--- config.mk ---
export PLATFORM = sky130hd
export DESIGN_NAME = jtag_tap_top
export DESIGN_NICKNAME = d
export VERILOG_FILES = /design/src/design/jtag_pkg.sv /design/src/design/tap_fsm.sv /design/src/design/tap_instruction_reg.sv /design/src/design/tap_data_regs.sv /design/src/design/tap_tdo_mux.sv /design/src/design/jtag_tap_top.sv
export SDC_FILE = /design/constraint.sdc
export NUM_CORES = 1
export LEC_CHECK = 0
export BUFFER_PORTS_ARGS = -buffer_cell sky130_fd_sc_hd__clkbuf_2
export CAP_MARGIN = 10
export CORE_MARGIN = 1
export CORE_UTILIZATION = 45
export DETAILED_ROUTE_END_ITERATION = 16
export PLACE_DENSITY_LB_ADDON = 0.12
export SYNTH_ARGS = -nofsm -noshare
export SYNTH_HDL_FRONTEND = slang
export SYNTH_HIERARCHICAL = 1
export SYNTH_SLANG_ARGS = --single-unit
--- constraint.sdc ---
create_clock -name dif -period 2.7 [get_ports dif]
set_clock_uncertainty 0.1 [all_clocks]
set_input_delay 0.54 -clock dif [delete_from_list [all_inputs] [get_ports dif]]
set_output_delay 0.54 -clock dif [all_outputs]
set_load 0.05 [all_outputs]
--- src/design/jtag_pkg.sv ---
package jtag_pkg;

	////////////////////
	// Widths and constants
	////////////////////

	// Instruction register width
	localparam int IR_LENGTH = 4;

	// Loaded into the IR shift stage in Capture-IR
	// Low bits 01 as 1149.1 asks, upper bits fixed for fault detection
	localparam logic [IR_LENGTH-1:0] IR_CAPTURE_PATTERN = 4'b0101;

	// IDCODE data register width
	localparam int IDCODE_LENGTH = 32;

	////////////////////
	// TAP states
	////////////////////

	// Binary encoding, 4 flops for 16 states
	// Test-Logic-Reset sits at all ones
	typedef enum logic [3:0] {
		TAP_EXIT2_DR         = 4'h0,
		TAP_EXIT1_DR         = 4'h1,
		TAP_SHIFT_DR         = 4'h2,
		TAP_PAUSE_DR         = 4'h3,
		TAP_SELECT_IR_SCAN   = 4'h4,
		TAP_UPDATE_DR        = 4'h5,
		TAP_CAPTURE_DR       = 4'h6,
		TAP_SELECT_DR_SCAN   = 4'h7,
		TAP_EXIT2_IR         = 4'h8,
		TAP_EXIT1_IR         = 4'h9,
		TAP_SHIFT_IR         = 4'hA,
		TAP_PAUSE_IR         = 4'hB,
		TAP_RUN_TEST_IDLE    = 4'hC,
		TAP_UPDATE_IR        = 4'hD,
		TAP_CAPTURE_IR       = 4'hE,
		TAP_TEST_LOGIC_RESET = 4'hF
	} tap_state_e;

	////////////////////
	// Instructions
	////////////////////

	// Opcodes held in the active instruction register
	// Codes not listed here decode as bypass
	typedef enum logic [IR_LENGTH-1:0] {
		INSTR_EXTEST         = 4'b0000,
		INSTR_SAMPLE_PRELOAD = 4'b0001,
		INSTR_IDCODE         = 4'b0010,
		INSTR_DEBUG          = 4'b1000,
		INSTR_MBIST          = 4'b1001,
		INSTR_BYPASS         = 4'b1111
	} tap_instr_e;

	// Decoded TAP state, one bit per state of interest
	typedef struct packed {
		logic in_reset;
		logic run_test_idle;
		logic capture_dr;
		logic shift_dr;
		logic pause_dr;
		logic update_dr;
		logic capture_ir;
		logic shift_ir;
		logic pause_ir;
		logic update_ir;
	} tap_flags_t;

	// One-hot data register select from the active instruction
	typedef struct packed {
		logic extest;
		logic sample_preload;
		logic idcode;
		logic mbist;
		logic debug;
		logic bypass;
	} instr_select_t;

endpackage

--- src/design/tap_fsm.sv ---
module tap_fsm (
	input  logic                dif,
	input  logic                test_logic_reset,
	input  logic                tms_i,
	output jtag_pkg::tap_flags_t flags_o
);

	import jtag_pkg::*;

	// Current and next TAP state
	tap_state_e state_q;
	tap_state_e state_d;

	////////////////////
	// State register
	////////////////////

	// Advances on every rising edge of the test clock
	always_ff @(posedge dif)
	begin
		if (test_logic_reset)
		begin
			state_q <= TAP_TEST_LOGIC_RESET;
		end
		else
		begin
			state_q <= state_d;
		end
	end

	////////////////////
	// Next-state table
	////////////////////

	// Standard 1149.1 transitions, TMS picks one of two successors
	always_comb
	begin
		case (state_q)
			TAP_TEST_LOGIC_RESET:
				state_d = tms_i ? TAP_TEST_LOGIC_RESET : TAP_RUN_TEST_IDLE;
			TAP_RUN_TEST_IDLE:
				state_d = tms_i ? TAP_SELECT_DR_SCAN : TAP_RUN_TEST_IDLE;
			// Data register column
			TAP_SELECT_DR_SCAN:
				state_d = tms_i ? TAP_SELECT_IR_SCAN : TAP_CAPTURE_DR;
			TAP_CAPTURE_DR:
				state_d = tms_i ? TAP_EXIT1_DR : TAP_SHIFT_DR;
			TAP_SHIFT_DR:
				state_d = tms_i ? TAP_EXIT1_DR : TAP_SHIFT_DR;
			TAP_EXIT1_DR:
				state_d = tms_i ? TAP_UPDATE_DR : TAP_PAUSE_DR;
			TAP_PAUSE_DR:
				state_d = tms_i ? TAP_EXIT2_DR : TAP_PAUSE_DR;
			// Exit2 can resume shifting without a new capture
			TAP_EXIT2_DR:
				state_d = tms_i ? TAP_UPDATE_DR : TAP_SHIFT_DR;
			TAP_UPDATE_DR:
				state_d = tms_i ? TAP_SELECT_DR_SCAN : TAP_RUN_TEST_IDLE;
			// Instruction register column
			// TMS high here falls back to reset
			TAP_SELECT_IR_SCAN:
				state_d = tms_i ? TAP_TEST_LOGIC_RESET : TAP_CAPTURE_IR;
			TAP_CAPTURE_IR:
				state_d = tms_i ? TAP_EXIT1_IR : TAP_SHIFT_IR;
			TAP_SHIFT_IR:
				state_d = tms_i ? TAP_EXIT1_IR : TAP_SHIFT_IR;
			TAP_EXIT1_IR:
				state_d = tms_i ? TAP_UPDATE_IR : TAP_PAUSE_IR;
			TAP_PAUSE_IR:
				state_d = tms_i ? TAP_EXIT2_IR : TAP_PAUSE_IR;
			TAP_EXIT2_IR:
				state_d = tms_i ? TAP_UPDATE_IR : TAP_SHIFT_IR;
			TAP_UPDATE_IR:
				state_d = tms_i ? TAP_SELECT_DR_SCAN : TAP_RUN_TEST_IDLE;
			// Only reachable from a corrupted state register
			default:
				state_d = TAP_TEST_LOGIC_RESET;
		endcase
	end

	////////////////////
	// State flags
	////////////////////

	// Combinational from the state register, valid in the same cycle
	always_comb
	begin
		flags_o.in_reset      = (state_q == TAP_TEST_LOGIC_RESET);
		flags_o.run_test_idle = (state_q == TAP_RUN_TEST_IDLE);
		// DR path
		flags_o.capture_dr    = (state_q == TAP_CAPTURE_DR);
		flags_o.shift_dr      = (state_q == TAP_SHIFT_DR);
		flags_o.pause_dr      = (state_q == TAP_PAUSE_DR);
		flags_o.update_dr     = (state_q == TAP_UPDATE_DR);
		// IR path
		flags_o.capture_ir    = (state_q == TAP_CAPTURE_IR);
		flags_o.shift_ir      = (state_q == TAP_SHIFT_IR);
		flags_o.pause_ir      = (state_q == TAP_PAUSE_IR);
		flags_o.update_ir     = (state_q == TAP_UPDATE_IR);
	end

endmodule

--- src/design/tap_instruction_reg.sv ---
module tap_instruction_reg (
	input  logic                   dif,
	input  logic                   tdi_i,
	input  jtag_pkg::tap_flags_t    flags_i,
	output jtag_pkg::tap_instr_e    instr_o,
	output jtag_pkg::instr_select_t select_o,
	output logic                   ir_tdo_o
);

	import jtag_pkg::*;

	// Capture and shift stage
	logic [IR_LENGTH-1:0] ir_shift_q;
	// Active instruction, drives the decoder
	tap_instr_e           instr_q;

	////////////////////
	// Shift stage
	////////////////////

	// Fixed pattern in Capture-IR, then shift right with TDI into the MSB
	always_ff @(posedge dif)
	begin
		if (flags_i.in_reset)
		begin
			ir_shift_q <= '0;
		end
		else if (flags_i.capture_ir)
		begin
			ir_shift_q <= IR_CAPTURE_PATTERN;
		end
		else if (flags_i.shift_ir)
		begin
			ir_shift_q <= {tdi_i, ir_shift_q[IR_LENGTH-1:1]};
		end
	end

	// LSB leaves first
	assign ir_tdo_o = ir_shift_q[0];

	////////////////////
	// Active instruction
	////////////////////

	// IDCODE comes up after reset
	// Any 4-bit code can be loaded, unknown ones decode below
	always_ff @(posedge dif)
	begin
		if (flags_i.in_reset)
		begin
			instr_q <= INSTR_IDCODE;
		end
		else if (flags_i.update_ir)
		begin
			instr_q <= tap_instr_e'(ir_shift_q);
		end
	end

	assign instr_o = instr_q;

	// One-hot select, unknown opcodes fall to bypass
	always_comb
	begin
		select_o = '0;
		case (instr_q)
			INSTR_EXTEST:         select_o.extest         = 1'b1;
			INSTR_SAMPLE_PRELOAD: select_o.sample_preload = 1'b1;
			INSTR_IDCODE:         select_o.idcode         = 1'b1;
			INSTR_MBIST:          select_o.mbist          = 1'b1;
			INSTR_DEBUG:          select_o.debug          = 1'b1;
			default:              select_o.bypass         = 1'b1;
		endcase
	end

endmodule

--- src/design/tap_data_regs.sv ---
module tap_data_regs #(
	parameter logic [jtag_pkg::IDCODE_LENGTH-1:0] IDCODE_VALUE = 32'h149511C3
) (
	input  logic                   dif,
	input  logic                   tdi_i,
	input  jtag_pkg::tap_flags_t    flags_i,
	input  jtag_pkg::instr_select_t select_i,
	output logic                   idcode_tdo_o,
	output logic                   bypass_tdo_o
);

	import jtag_pkg::*;

	// IDCODE shift register
	logic [IDCODE_LENGTH-1:0] idcode_q;
	// Single-bit bypass stage
	logic                     bypass_q;

	////////////////////
	// IDCODE register
	////////////////////

	// Reloads the device ID in reset and on capture
	// Shifts right only while IDCODE is the active instruction
	always_ff @(posedge dif)
	begin
		if (flags_i.in_reset || (select_i.idcode && flags_i.capture_dr))
		begin
			idcode_q <= IDCODE_VALUE;
		end
		else if (select_i.idcode && flags_i.shift_dr)
		begin
			idcode_q <= {tdi_i, idcode_q[IDCODE_LENGTH-1:1]};
		end
	end

	// LSB leaves first, bit 0 of a valid ID is always 1
	assign idcode_tdo_o = idcode_q[0];

	////////////////////
	// Bypass register
	////////////////////

	// Captures 0, so the first shifted bit out is always 0
	always_ff @(posedge dif)
	begin
		if (flags_i.in_reset || (select_i.bypass && flags_i.capture_dr))
		begin
			bypass_q <= 1'b0;
		end
		else if (select_i.bypass && flags_i.shift_dr)
		begin
			bypass_q <= tdi_i;
		end
	end

	// One cycle of delay from TDI to TDO
	assign bypass_tdo_o = bypass_q;

endmodule

--- src/design/tap_tdo_mux.sv ---
module tap_tdo_mux (
	input  logic                dif,
	input  jtag_pkg::tap_flags_t flags_i,
	input  jtag_pkg::tap_instr_e instr_i,
	input  logic                ir_tdo_i,
	input  logic                idcode_tdo_i,
	input  logic                bypass_tdo_i,
	input  logic                bs_chain_tdo_i,
	input  logic                mbist_tdo_i,
	input  logic                debug_tdo_i,
	output logic                tdo_o,
	output logic                tdo_oe_o
);

	import jtag_pkg::*;

	// Selected serial bit ahead of the output flop
	logic tdo_sel;

	////////////////////
	// Source select
	////////////////////

	// IR wins during Shift-IR, otherwise the active instruction picks the DR
	always_comb
	begin
		if (flags_i.shift_ir)
		begin
			tdo_sel = ir_tdo_i;
		end
		else
		begin
			case (instr_i)
				INSTR_IDCODE:         tdo_sel = idcode_tdo_i;
				INSTR_BYPASS:         tdo_sel = bypass_tdo_i;
				// Both boundary scan opcodes share one chain
				INSTR_EXTEST,
				INSTR_SAMPLE_PRELOAD: tdo_sel = bs_chain_tdo_i;
				INSTR_MBIST:          tdo_sel = mbist_tdo_i;
				INSTR_DEBUG:          tdo_sel = debug_tdo_i;
				// Unlisted codes drive a constant 1
				default:              tdo_sel = 1'b1;
			endcase
		end
	end

	////////////////////
	// Output flops
	////////////////////

	// TDO launches on the falling edge, half a cycle before the far end samples
	always_ff @(negedge dif)
	begin
		tdo_o <= tdo_sel;
	end

	// Enable follows the shift states one edge late
	always_ff @(posedge dif)
	begin
		tdo_oe_o <= flags_i.shift_ir | flags_i.shift_dr;
	end

endmodule

--- src/design/jtag_tap_top.sv ---
module jtag_tap_top #(
	parameter logic [jtag_pkg::IDCODE_LENGTH-1:0] IDCODE_VALUE = 32'h149511C3
) (
	input  logic                   dif,
	input  logic                   test_logic_reset,
	input  logic                   tms_i,
	input  logic                   tdi_i,
	// Serial returns from the external chains
	input  logic                   bs_chain_tdo_i,
	input  logic                   mbist_tdo_i,
	input  logic                   debug_tdo_i,
	// Pad side
	output logic                   tdo_o,
	output logic                   tdo_oe_o,
	// TDI forwarded to the external chains
	output logic                   chain_tdi_o,
	// State and select for the chains and for observation
	output jtag_pkg::tap_flags_t    tap_flags_o,
	output jtag_pkg::instr_select_t select_o
);

	import jtag_pkg::*;

	////////////////////
	// Internal nets
	////////////////////

	tap_flags_t    tap_flags;
	instr_select_t instr_select;
	tap_instr_e    active_instr;
	// Serial bits into the TDO mux
	logic          ir_tdo;
	logic          idcode_tdo;
	logic          bypass_tdo;

	assign tap_flags_o = tap_flags;
	assign select_o    = instr_select;
	// External chains shift from the same TDI
	assign chain_tdi_o = tdi_i;

	// State machine steered by TMS
	tap_fsm u_tap_fsm (
		.dif              (dif),
		.test_logic_reset (test_logic_reset),
		.tms_i            (tms_i),
		.flags_o          (tap_flags)
	);

	// Instruction register and decoder
	tap_instruction_reg u_tap_instruction_reg (
		.dif      (dif),
		.tdi_i    (tdi_i),
		.flags_i  (tap_flags),
		.instr_o  (active_instr),
		.select_o (instr_select),
		.ir_tdo_o (ir_tdo)
	);

	// Internal data registers
	tap_data_regs #(
		.IDCODE_VALUE (IDCODE_VALUE)
	) u_tap_data_regs (
		.dif          (dif),
		.tdi_i        (tdi_i),
		.flags_i      (tap_flags),
		.select_i     (instr_select),
		.idcode_tdo_o (idcode_tdo),
		.bypass_tdo_o (bypass_tdo)
	);

	// Output path
	tap_tdo_mux u_tap_tdo_mux (
		.dif            (dif),
		.flags_i        (tap_flags),
		.instr_i        (active_instr),
		.ir_tdo_i       (ir_tdo),
		.idcode_tdo_i   (idcode_tdo),
		.bypass_tdo_i   (bypass_tdo),
		.bs_chain_tdo_i (bs_chain_tdo_i),
		.mbist_tdo_i    (mbist_tdo_i),
		.debug_tdo_i    (debug_tdo_i),
		.tdo_o          (tdo_o),
		.tdo_oe_o       (tdo_oe_o)
	);

endmodule

* Word-level counts from Yosys, hierarchy flattened *
Index checks and enable logic that the tools add are counted.

storage, ports and cells
  bits in registers = 47
  latch bits = 0
  bits in writable memories = 0
  memory bits (read-only) = 0
  input port bits = 7
  memories = 0

operators by class
  add/subtract/negate cells = 0
  $mul = 0
  divide/modulo/power cells = 0
  order comparisons = 0
  eq/ne operators = 20
  shifts and indexed selects = 0
  mux-type cells = 23
  bitwise logic cells = 1
  reduce and logical (&&, ||, !) cells = 15

operator list
  kind                                                                    number
  4-bit case mux with 12 select lines                                     1
  4-bit equality test (second input constant)                             11
  3-bit two-way mux                                                       6
  4-bit by 3-bit equality test with 1-bit output (second input constant)  4
  4-bit by 2-bit equality test with 1-bit output (second input constant)  3
  2-bit two-way mux                                                       6
  4-bit by 1-bit equality test with 1-bit output (second input constant)  2
  4-bit zero test                                                         2
  1-bit two-way mux                                                       8
  2-bit OR reduction                                                      4
  1-bit case mux with 5 select lines                                      1
  5-bit OR reduction                                                      1
  1-bit logical AND                                                       4
  4-bit two-way mux                                                       1
  3-bit OR reduction                                                      1
  1-bit logical OR                                                        2
  2-bit nonzero test                                                      1
  1-bit OR                                                                1

* Longest topological paths before layout *
Gate-level depths: netlist of the first run.

  word-level depth = 5
  mapped depth = 8
  depth with buffers taken out = 5

* By module *
The synthesis of the first run kept the hierarchy.

modules (own cells, without submodules)
  module               times used  cells an instance  area an instance (sq um)  seq. area each (sq um)
  tap_data_regs        1           134                1366.3                    660.6
  tap_instruction_reg  1           35                 364.1                     160.2
  tap_fsm              1           38                 284.0                     80.1
  tap_tdo_mux          1           12                 133.9                     40.0
  jtag_tap_top         1           1                  7.5                       0.0

==> results of run 1 <==
[registers in the layout (all words and copies together), names as in the netlist]
name                              cells
u_tap_data_regs/idcode_q             32
u_tap_fsm/state_q                     4
u_tap_instruction_reg/instr_o         4
u_tap_instruction_reg/ir_shift_q      4
u_tap_data_regs/bypass_tdo_o          1
u_tap_tdo_mux/tdo_o                   1
u_tap_tdo_mux/tdo_oe_o                1
[final timing paths]
path	startpoint	end	slack, ns
setup / recovery	u_tap_tdo_mux/tdo_o	tdo_o	-0.10
hold / removal	u_tap_data_regs/idcode_q[23]	u_tap_data_regs/idcode_q[22]	0.39
setup reg to reg	u_tap_instruction_reg/instr_o[0]	u_tap_tdo_mux/tdo_o	0.05
hold reg to reg	u_tap_data_regs/idcode_q[23]	u_tap_data_regs/idcode_q[22]	0.39
[cell usage in the layout, fill, tap and decap left out, drive strengths merged]
| master | count |
|---|---|
| a2111oi | 1 |
| a211o | 1 |
| a21boi | 2 |
| a21oi | 3 |
| a221o | 1 |
| a22oi | 12 |
| a311o | 1 |
| and2 | 1 |
| and3b | 1 |
| and4bb | 1 |
| buf | 16 |
| bufinv | 1 |
| clkbuf | 30 |
| dfxtp | 47 |
| inv | 18 |
| mux2 | 2 |
| mux2i | 7 |
| nand2 | 5 |
| nand2b | 16 |
| nand3 | 1 |
| nand3b | 1 |
| nand4b | 3 |
| nor2 | 32 |
| nor2b | 3 |
| nor3 | 6 |
| nor3b | 1 |
| nor4 | 1 |
| nor4b | 3 |
| o211ai | 2 |
| o21a | 1 |
| o21ai | 4 |
| o22ai | 6 |
| o2bb2ai | 1 |
| o31ai | 1 |
| o32ai | 14 |
| or2 | 2 |
| or2b | 2 |
| or4 | 1 |
[cell type report]
| cell class | count | area share [%] |
|---|---|---|
| multi-input cells | 139 | 42.2 |
| repair buffers | 40 | 10.3 |
| flip-flops and latches | 47 | 37.5 |
| clock inverters | 3 | 1.69 |
| inverters | 16 | 2.38 |
| clock buffers | 6 | 3.28 |
| well taps | 52 | 2.58 |
[per-stage QoR]
stage	total power [uW]	cell area (um^2)	setup slack, ns	setup TNS (ns)	hold slack, ns
floorplan	1210	2200	-0.0412	-0.0412	0.354
global placement	1320	2380	-0.136	-0.136	0.368
detailed placement	1330	2380	-0.135	-0.135	0.372
CTS	1880	2520	-0.137	-0.137	0.371
global route	1970	2520	-0.148	-0.148	0.370
finish	1860	2520	-0.105	-0.105	0.386
[metal layers]
metal	share of wire, %	up-vias	global-route usage, %
li1	-	843	-
met1	49	741	23.2
met2	46	24	28.1
met3	3.5	5	6.19
met4	1.0	0	4.00
met5	0	-	0
[what timing repair did]
item / CTS / global route
gates resized for setup: 3 / 2
setup endpoints to repair: 1 / 2
pin swaps: 1 / 0
[report_power, final]
group | leakage (uW) | total [uW] | switching, uW | internal, uW
clock network | 0.0000671 | 548 | 242 | 306
logic | 0.000554 | 536 | 347 | 189
registers | 0.000381 | 773 | 38.3 | 735
total | 0.00100 | 1860 | 627 | 1230
[cell families (layout without fill, tap and decap cells)]
group           count (synthesis)  after routing
buf+inv                        34             65
simple gates                   80             80
flops                          47             47
mux                             9              9
compound gates                 50             50
[tightest hold or removal path, delay by kind of cell, from the launching register on]
| kind | cells | cell delay (ns) |
|---|---|---|
| DFF | 1 | 0.32 |
| AOI/OAI and AO/OA | 1 | 0.07 |
| buffers and inverters | 1 | 0.05 |
==> impl_metrics.xml, run 1 <==
<?xml version="1.0" encoding="UTF-8"?>
<metrics>
  <group name="run_status">
    <metric name="outcome" unit="">complete, but fails checks</metric>
    <metric name="failed_checks" unit="">setup timing</metric>
  </group>
  <group name="logic_synthesis">
    <metric name="netlist_area" unit="um^2">2160</metric>
    <metric name="synth_seq_cells" unit="">47</metric>
    <metric name="syn-instance-count" unit="">220</metric>
    <metric name="seq_area_frac_synth" unit="%">43.6</metric>
    <metric name="post_synth_mux_area_share" unit="%">4.64</metric>
    <metric name="synthXorXnorAreaFrac" unit="%">0</metric>
    <metric name="synth_fa_ha_area_share" unit="%">0</metric>
    <metric name="synth_async_sr_flop_share" unit="%">0</metric>
    <metric name="synth.yosys.warnings" unit="">6</metric>
    <metric name="synth_compound_area_share" unit="%">22.2</metric>
    <metric name="synth_edf_count" unit="">0</metric>
    <metric name="yosys_most_used_dff" unit="">sky130_fd_sc_hd__dfxtp_1</metric>
    <metric name="yosys.cell_types.count" unit="">46</metric>
    <metric name="postSynthNetCount" unit="">227</metric>
    <metric name="main_combinational_cell_family_by_area_after_synthesis" unit="">compound AO/OA/AOI/OAI gates</metric>
    <metric name="synthDominantCellAreaShare" unit="%">43.6</metric>
    <metric name="synth_simple_gate_area_share" unit="%">20.5</metric>
    <metric name="post_synth_most_frequent_cells" unit="">sky130_fd_sc_hd__dfxtp_1, sky130_fd_sc_hd__nor2_1, sky130_fd_sc_hd__inv_1, sky130_fd_sc_hd__nand2b_1, sky130_fd_sc_hd__a22oi_1</metric>
    <metric name="yosysMostFrequentCell" unit="">sky130_fd_sc_hd__dfxtp_1</metric>
    <metric name="yosys.area.top_type" unit="">sky130_fd_sc_hd__dfxtp_1</metric>
    <metric name="syn_area_per_cell" unit="um^2">9.80</metric>
    <metric name="post_synth_main_area_contributors" unit="">sky130_fd_sc_hd__dfxtp_1, sky130_fd_sc_hd__o32ai_2, sky130_fd_sc_hd__nor2_1</metric>
  </group>
  <group name="die">
    <metric name="die_outline_height" unit="um">71.2</metric>
    <metric name="die-area" unit="um^2">5070</metric>
    <metric name="pin_count" unit="">26</metric>
    <metric name="core_area" unit="um^2">4470</metric>
    <metric name="die-width" unit="um">71.2</metric>
    <metric name="initial_util" unit="%">48.2</metric>
    <metric name="num_rows" unit="">24</metric>
  </group>
  <group name="layout">
    <metric name="synthToLayoutAreaGrowth" unit="%">16.8</metric>
    <metric name="post_route_cells_drive_above_1_share" unit="%">30.7</metric>
    <metric name="layout.nets" unit="">257</metric>
    <metric name="utilization" unit="%">56.3</metric>
    <metric name="multiInputGateArea" unit="um^2">1060</metric>
    <metric name="num_antenna_cells" unit="">0</metric>
    <metric name="register_area" unit="um^2">945</metric>
    <metric name="filler_cell_count" unit="">413</metric>
    <metric name="fin_cells" unit="">303</metric>
  </group>
  <group name="clock_tree">
    <metric name="post_cts_buffers" unit="">0</metric>
    <metric name="cts_hold_buf" unit="">0</metric>
    <metric name="cts_buf_count" unit="">5</metric>
    <metric name="cts.clk_slew.worst_paths" unit="ns">0.09</metric>
    <metric name="clockRootBuffer" unit="">sky130_fd_sc_hd__clkbuf_8</metric>
    <metric name="clk_latency" unit="ns">0.30</metric>
    <metric name="cts_tree" unit="">yes</metric>
    <metric name="cts_htree_levels" unit="">2</metric>
    <metric name="clock_sinks" unit="">47</metric>
    <metric name="cts-root-to-sink-buffers" unit="">2</metric>
  </group>
  <group name="global_routing">
    <metric name="grt_first_pass_wirelength" unit="um">7110</metric>
    <metric name="grt_pass1_vias" unit="">1549</metric>
    <metric name="antenna_found_initial" unit="">0</metric>
    <metric name="gr-usage-all-layers" unit="%">17.7</metric>
    <metric name="overflow" unit="">0</metric>
    <metric name="largest_net_degree_at_the_start_of_global_routing" unit="">51</metric>
  </group>
  <group name="worst_setup_path">
    <metric name="cp_slowest_stage_delay" unit="ns">0.32</metric>
    <metric name="number_of_gates_on_the_worst_path_with_buffers_counted" unit="">1</metric>
    <metric name="worst-path-buf-inv" unit="">1</metric>
    <metric name="cp-start-kind" unit="">register</metric>
    <metric name="critical_path.max_fanout" unit="">1</metric>
    <metric name="rr_worst_depth" unit="">3</metric>
    <metric name="class_of_the_most_critical_setup_path" unit="">register to output port</metric>
    <metric name="cp-end-kind" unit="">output port</metric>
    <metric name="arrival_time_of_the_worst_setup_path" unit="ns">2.16</metric>
    <metric name="crit_required" unit="ns">2.06</metric>
    <metric name="timing.critical_path.max_delay_family" unit="">flip-flops</metric>
    <metric name="critical_path.slowest_cell" unit="">sky130_fd_sc_hd__dfxtp_2</metric>
    <metric name="worstPathCellList" unit="">buf_8</metric>
  </group>
  <group name="pwr">
    <metric name="power.density_cell_area" unit="nW/um^2">738</metric>
    <metric name="p_leak" unit="uW">0.00100</metric>
    <metric name="ir_worst_vdd" unit="mV">0.437</metric>
  </group>
  <group name="worst_hold_path">
    <metric name="hold_path_depth" unit="">2</metric>
    <metric name="hp-class" unit="">register to register</metric>
  </group>
  <group name="placement">
    <metric name="placed_cells_incl_taps" unit="">295</metric>
    <metric name="portBuffers" unit="">25</metric>
    <metric name="hpwlAfterDp" unit="um">2600</metric>
    <metric name="gpl.final_weighted_congestion" unit="">0.714</metric>
  </group>
  <group name="detailed_routing">
    <metric name="drt_pre_antenna_iters" unit="">4</metric>
    <metric name="postRouteWirelength" unit="um">3960</metric>
    <metric name="post-route-drc-count" unit="">0</metric>
    <metric name="routed_via_density" unit="">5.32</metric>
    <metric name="wire_per_inst" unit="um">13.1</metric>
    <metric name="ant_nets" unit="">0</metric>
    <metric name="routed-via-count" unit="">1613</metric>
    <metric name="drt_iter0_markers" unit="">122</metric>
  </group>
  <group name="sta">
    <metric name="rsz0062_at_grt" unit="">true</metric>
    <metric name="worst_pin_slew" unit="ns">0.941</metric>
    <metric name="timing_max_transition_violations_final" unit="">0</metric>
    <metric name="setup_viol" unit="">1</metric>
    <metric name="worst_case_headroom_to_the_max_slew_limit" unit="%">36.8</metric>
    <metric name="hold_violations" unit="">0</metric>
    <metric name="postLayoutSetupSlackWorst" unit="ns">-0.105</metric>
  </group>
  <group name="run">
    <metric name="max_cap_violations" unit="">0</metric>
  </group>
</metrics>
(Power assumes the default switching activity.)
==> run 2, diff against run 1 <==
--- a/config.mk
+++ b/config.mk
@@ -10,7 +10,9 @@
 export CORE_MARGIN = 1
 export CORE_UTILIZATION = 45
 export DETAILED_ROUTE_END_ITERATION = 16
+export HOLD_SLACK_MARGIN = 0.1
 export PLACE_DENSITY_LB_ADDON = 0.12
+export RECOVER_POWER = 50
 export SYNTH_ARGS = -nofsm -noshare
 export SYNTH_HDL_FRONTEND = slang
 export SYNTH_HIERARCHICAL = 1
==> run 2 against run 1 <==
Net effect: the flow still finishes with violations (setup timing); sequential share of layout area increased by 1.2 points; routed wire length increased by 0.88%; clock-buffer cell count unchanged; critical endpoint unchanged; hold slack got worse by 0.0057 ns; non-clock buffer count unchanged; utilization decreased by 1.7 points; critical path depth unchanged; sequential cell count unchanged; final cell count unchanged; final area decreased by 3.0%; combinational power decreased by 3.9%; global-route usage unchanged.
==> impl_metrics.xml, run 2 (synthesized netlist as in run 1, its figures left out) <==
<?xml version="1.0" encoding="UTF-8"?>
<metrics>
  <group name="clock_tree">
    <metric name="clockRootBuffer" unit="">sky130_fd_sc_hd__clkbuf_8</metric>
    <metric name="cts_buf_count" unit="">5</metric>
    <metric name="cts-root-to-sink-buffers" unit="">2</metric>
    <metric name="clock_sinks" unit="">47</metric>
    <metric name="cts_tree" unit="">yes</metric>
    <metric name="cts_htree_levels" unit="">2</metric>
    <metric name="post_cts_buffers" unit="">0</metric>
    <metric name="cts_hold_buf" unit="">0</metric>
    <metric name="cts.clk_slew.worst_paths" unit="ns">0.09</metric>
    <metric name="clk_latency" unit="ns">0.30</metric>
  </group>
  <group name="run_status">
    <metric name="outcome" unit="">complete, but fails checks</metric>
    <metric name="failed_checks" unit="">setup timing</metric>
  </group>
  <group name="pwr">
    <metric name="p_leak" unit="uW">0.000950</metric>
    <metric name="power_report.internal_total" unit="uW">1220</metric>
    <metric name="power.density_cell_area" unit="nW/um^2">752</metric>
    <metric name="p_switching" unit="uW">618</metric>
    <metric name="portion_of_total_power_attributed_to_combinational_logic" unit="%">28.0</metric>
    <metric name="ir_worst_vdd" unit="mV">0.434</metric>
    <metric name="clock_power_share" unit="%">29.9</metric>
    <metric name="share_seq_of_total_power" unit="%">42.1</metric>
    <metric name="switching_share" unit="%">33.6</metric>
  </group>
  <group name="worst_setup_path">
    <metric name="cp-start-kind" unit="">register</metric>
    <metric name="class_of_the_most_critical_setup_path" unit="">register to output port</metric>
    <metric name="cp_slowest_stage_delay" unit="ns">0.32</metric>
    <metric name="worstPathCellList" unit="">buf_8</metric>
    <metric name="worst_r2r_endpoint" unit="">u_tap_tdo_mux/tdo_o</metric>
    <metric name="critical_path.slowest_cell" unit="">sky130_fd_sc_hd__dfxtp_2</metric>
    <metric name="worst-path-buf-inv" unit="">1</metric>
    <metric name="timing.critical_path.max_delay_family" unit="">flip-flops</metric>
    <metric name="arrival_time_of_the_worst_setup_path" unit="ns">2.16</metric>
    <metric name="critical_path.max_fanout" unit="">1</metric>
    <metric name="crit_required" unit="ns">2.06</metric>
    <metric name="timing.rr.start" unit="">u_tap_instruction_reg/instr_o[0]</metric>
    <metric name="timing.reg2reg.setup_slack" unit="ns">0.05</metric>
    <metric name="rr_worst_depth" unit="">3</metric>
    <metric name="cp-end-kind" unit="">output port</metric>
  </group>
  <group name="layout">
    <metric name="most_used_cells_in_the_layout_excluding_fill_and_tap_cells" unit="">sky130_fd_sc_hd__dfxtp_1, sky130_fd_sc_hd__nor2_1, sky130_fd_sc_hd__clkbuf_2</metric>
    <metric name="num_antenna_cells" unit="">0</metric>
    <metric name="layout.cells.most_common" unit="">sky130_fd_sc_hd__dfxtp_1</metric>
    <metric name="synthToLayoutAreaGrowth" unit="%">13.3</metric>
    <metric name="layout.nets" unit="">257</metric>
    <metric name="final_design_area_no_fill" unit="um^2">2440</metric>
    <metric name="post_route_cells_drive_above_1_share" unit="%">25.1</metric>
    <metric name="largest_register" unit="">u_tap_data_regs/idcode_q</metric>
    <metric name="flip_flop_count_of_the_largest_register_all_copies_and_words_added" unit="">32</metric>
    <metric name="filler_cell_count" unit="">434</metric>
  </group>
  <group name="sta">
    <metric name="worst_pin_slew" unit="ns">0.917</metric>
    <metric name="setup_viol" unit="">1</metric>
    <metric name="worst_case_headroom_to_the_max_slew_limit" unit="%">38.5</metric>
    <metric name="timing_max_transition_violations_final" unit="">0</metric>
    <metric name="postLayoutSetupSlackWorst" unit="ns">-0.105</metric>
    <metric name="rsz0062_at_grt" unit="">true</metric>
    <metric name="min_hold_slack" unit="ns">0.380</metric>
    <metric name="hold_violations" unit="">0</metric>
    <metric name="fin_setup_tns" unit="ns">-0.105</metric>
  </group>
  <group name="die">
    <metric name="die_outline_height" unit="um">71.2</metric>
    <metric name="die-width" unit="um">71.2</metric>
    <metric name="die-area" unit="um^2">5070</metric>
    <metric name="num_rows" unit="">24</metric>
    <metric name="pin_count" unit="">26</metric>
    <metric name="initial_util" unit="%">48.2</metric>
    <metric name="core_area" unit="um^2">4470</metric>
  </group>
  <group name="global_routing">
    <metric name="antenna_found_initial" unit="">0</metric>
    <metric name="grt_first_pass_wirelength" unit="um">7110</metric>
    <metric name="grt_pass1_vias" unit="">1549</metric>
    <metric name="gr-usage-all-layers" unit="%">17.7</metric>
    <metric name="largest_net_degree_at_the_start_of_global_routing" unit="">51</metric>
    <metric name="overflow" unit="">0</metric>
  </group>
  <group name="run">
    <metric name="max_cap_violations" unit="">0</metric>
  </group>
  <group name="detailed_routing">
    <metric name="drt_pre_antenna_iters" unit="">4</metric>
    <metric name="postRouteWirelength" unit="um">3990</metric>
    <metric name="drt_iter0_markers" unit="">101</metric>
    <metric name="routed_via_density" unit="">5.36</metric>
    <metric name="ant_nets" unit="">0</metric>
    <metric name="wire_per_inst" unit="um">13.2</metric>
    <metric name="routed-via-count" unit="">1623</metric>
    <metric name="post-route-drc-count" unit="">0</metric>
  </group>
  <group name="worst_hold_path">
    <metric name="hold_path_depth" unit="">2</metric>
    <metric name="hp-class" unit="">register to register</metric>
    <metric name="min_from" unit="">u_tap_data_regs/idcode_q[27]</metric>
    <metric name="worstHoldEndpoint" unit="">u_tap_data_regs/idcode_q[27]</metric>
  </group>
  <group name="placement">
    <metric name="post-place-ws" unit="ns">-0.135</metric>
    <metric name="postPlaceCellArea" unit="um^2">2380</metric>
    <metric name="gpl.final_weighted_congestion" unit="">0.714</metric>
    <metric name="hpwlAfterDp" unit="um">2600</metric>
    <metric name="portBuffers" unit="">25</metric>
  </group>
</metrics>
run 2: cell count changes in the layout (fill, tap and decap cells not counted):
cell                       delta
sky130_fd_sc_hd__clkbuf_2     -2
sky130_fd_sc_hd__buf_4        -5
sky130_fd_sc_hd__o32ai_2      -5
sky130_fd_sc_hd__mux2_1       +1
sky130_fd_sc_hd__o32ai_1      +5
sky130_fd_sc_hd__clkbuf_1     +7
sky130_fd_sc_hd__nand3b_1     +1
sky130_fd_sc_hd__mux2_4       -1
sky130_fd_sc_hd__nand3b_4     -1
run 2: timing repair:
item | CTS | global route
gates resized for setup | 3 | 2
pin swaps | 1 | 0
setup endpoints to repair | 1 | 2
run 2: area by class of cell:
cell class / count / area, um^2 / share of cell area, %
clock buffers: 6 / 82.6 / 3.38
clock inverters: 3 / 42.5 / 1.74
inverters: 16 / 60.1 / 2.46
multi-input cells: 139 / 1010 / 41.3
flip-flops and latches: 47 / 945 / 38.7
well taps: 52 / 65.1 / 2.66
repair buffers: 40 / 239 / 9.78
run 2: power groups by stage:
stage / clock, uW / sequential (uW) / combinational (uW)
5_1_grt: 607 / 781 / 558
3_5_place_dp: 4.64 / 788 / 533
2_1_floorplan: 4.64 / 804 / 403
4_1_cts: 570 / 773 / 540
6_report: 549 / 773 / 515
3_3_place_gp: 4.64 / 788 / 532
run 2: metal layers:
metal / vias up / wire [um] / track usage [%]
li1: 837 / - / -
met1: 758 / 1970 / 23.2
met2: 23 / 1860 / 28.1
met3: 5 / 121 / 6.19
met4: 0 / 40 / 4.00
met5: - / 0 / 0
run 2: worst max path at each step:
stage,from,endpoint,depth (start not counted)
5_1_grt,u_tap_tdo_mux/tdo_o,tdo_o,1
6_report,u_tap_tdo_mux/tdo_o,tdo_o,1
2_1_floorplan,debug_tdo_i,u_tap_tdo_mux/tdo_o,3
3_5_place_dp,debug_tdo_i,u_tap_tdo_mux/tdo_o,4
4_1_cts,u_tap_tdo_mux/tdo_o,tdo_o,1
3_3_place_gp,debug_tdo_i,u_tap_tdo_mux/tdo_o,4
run 2: through the flow:
stage	util (%)	cells	power, uW
2_1_floorplan	-	220	1210
3_3_place_gp	53.3	295	1320
3_5_place_dp	53.3	295	1330
4_1_cts	56.2	303	1880
5_1_grt	54.6	303	1950
6_report	54.6	303	1840
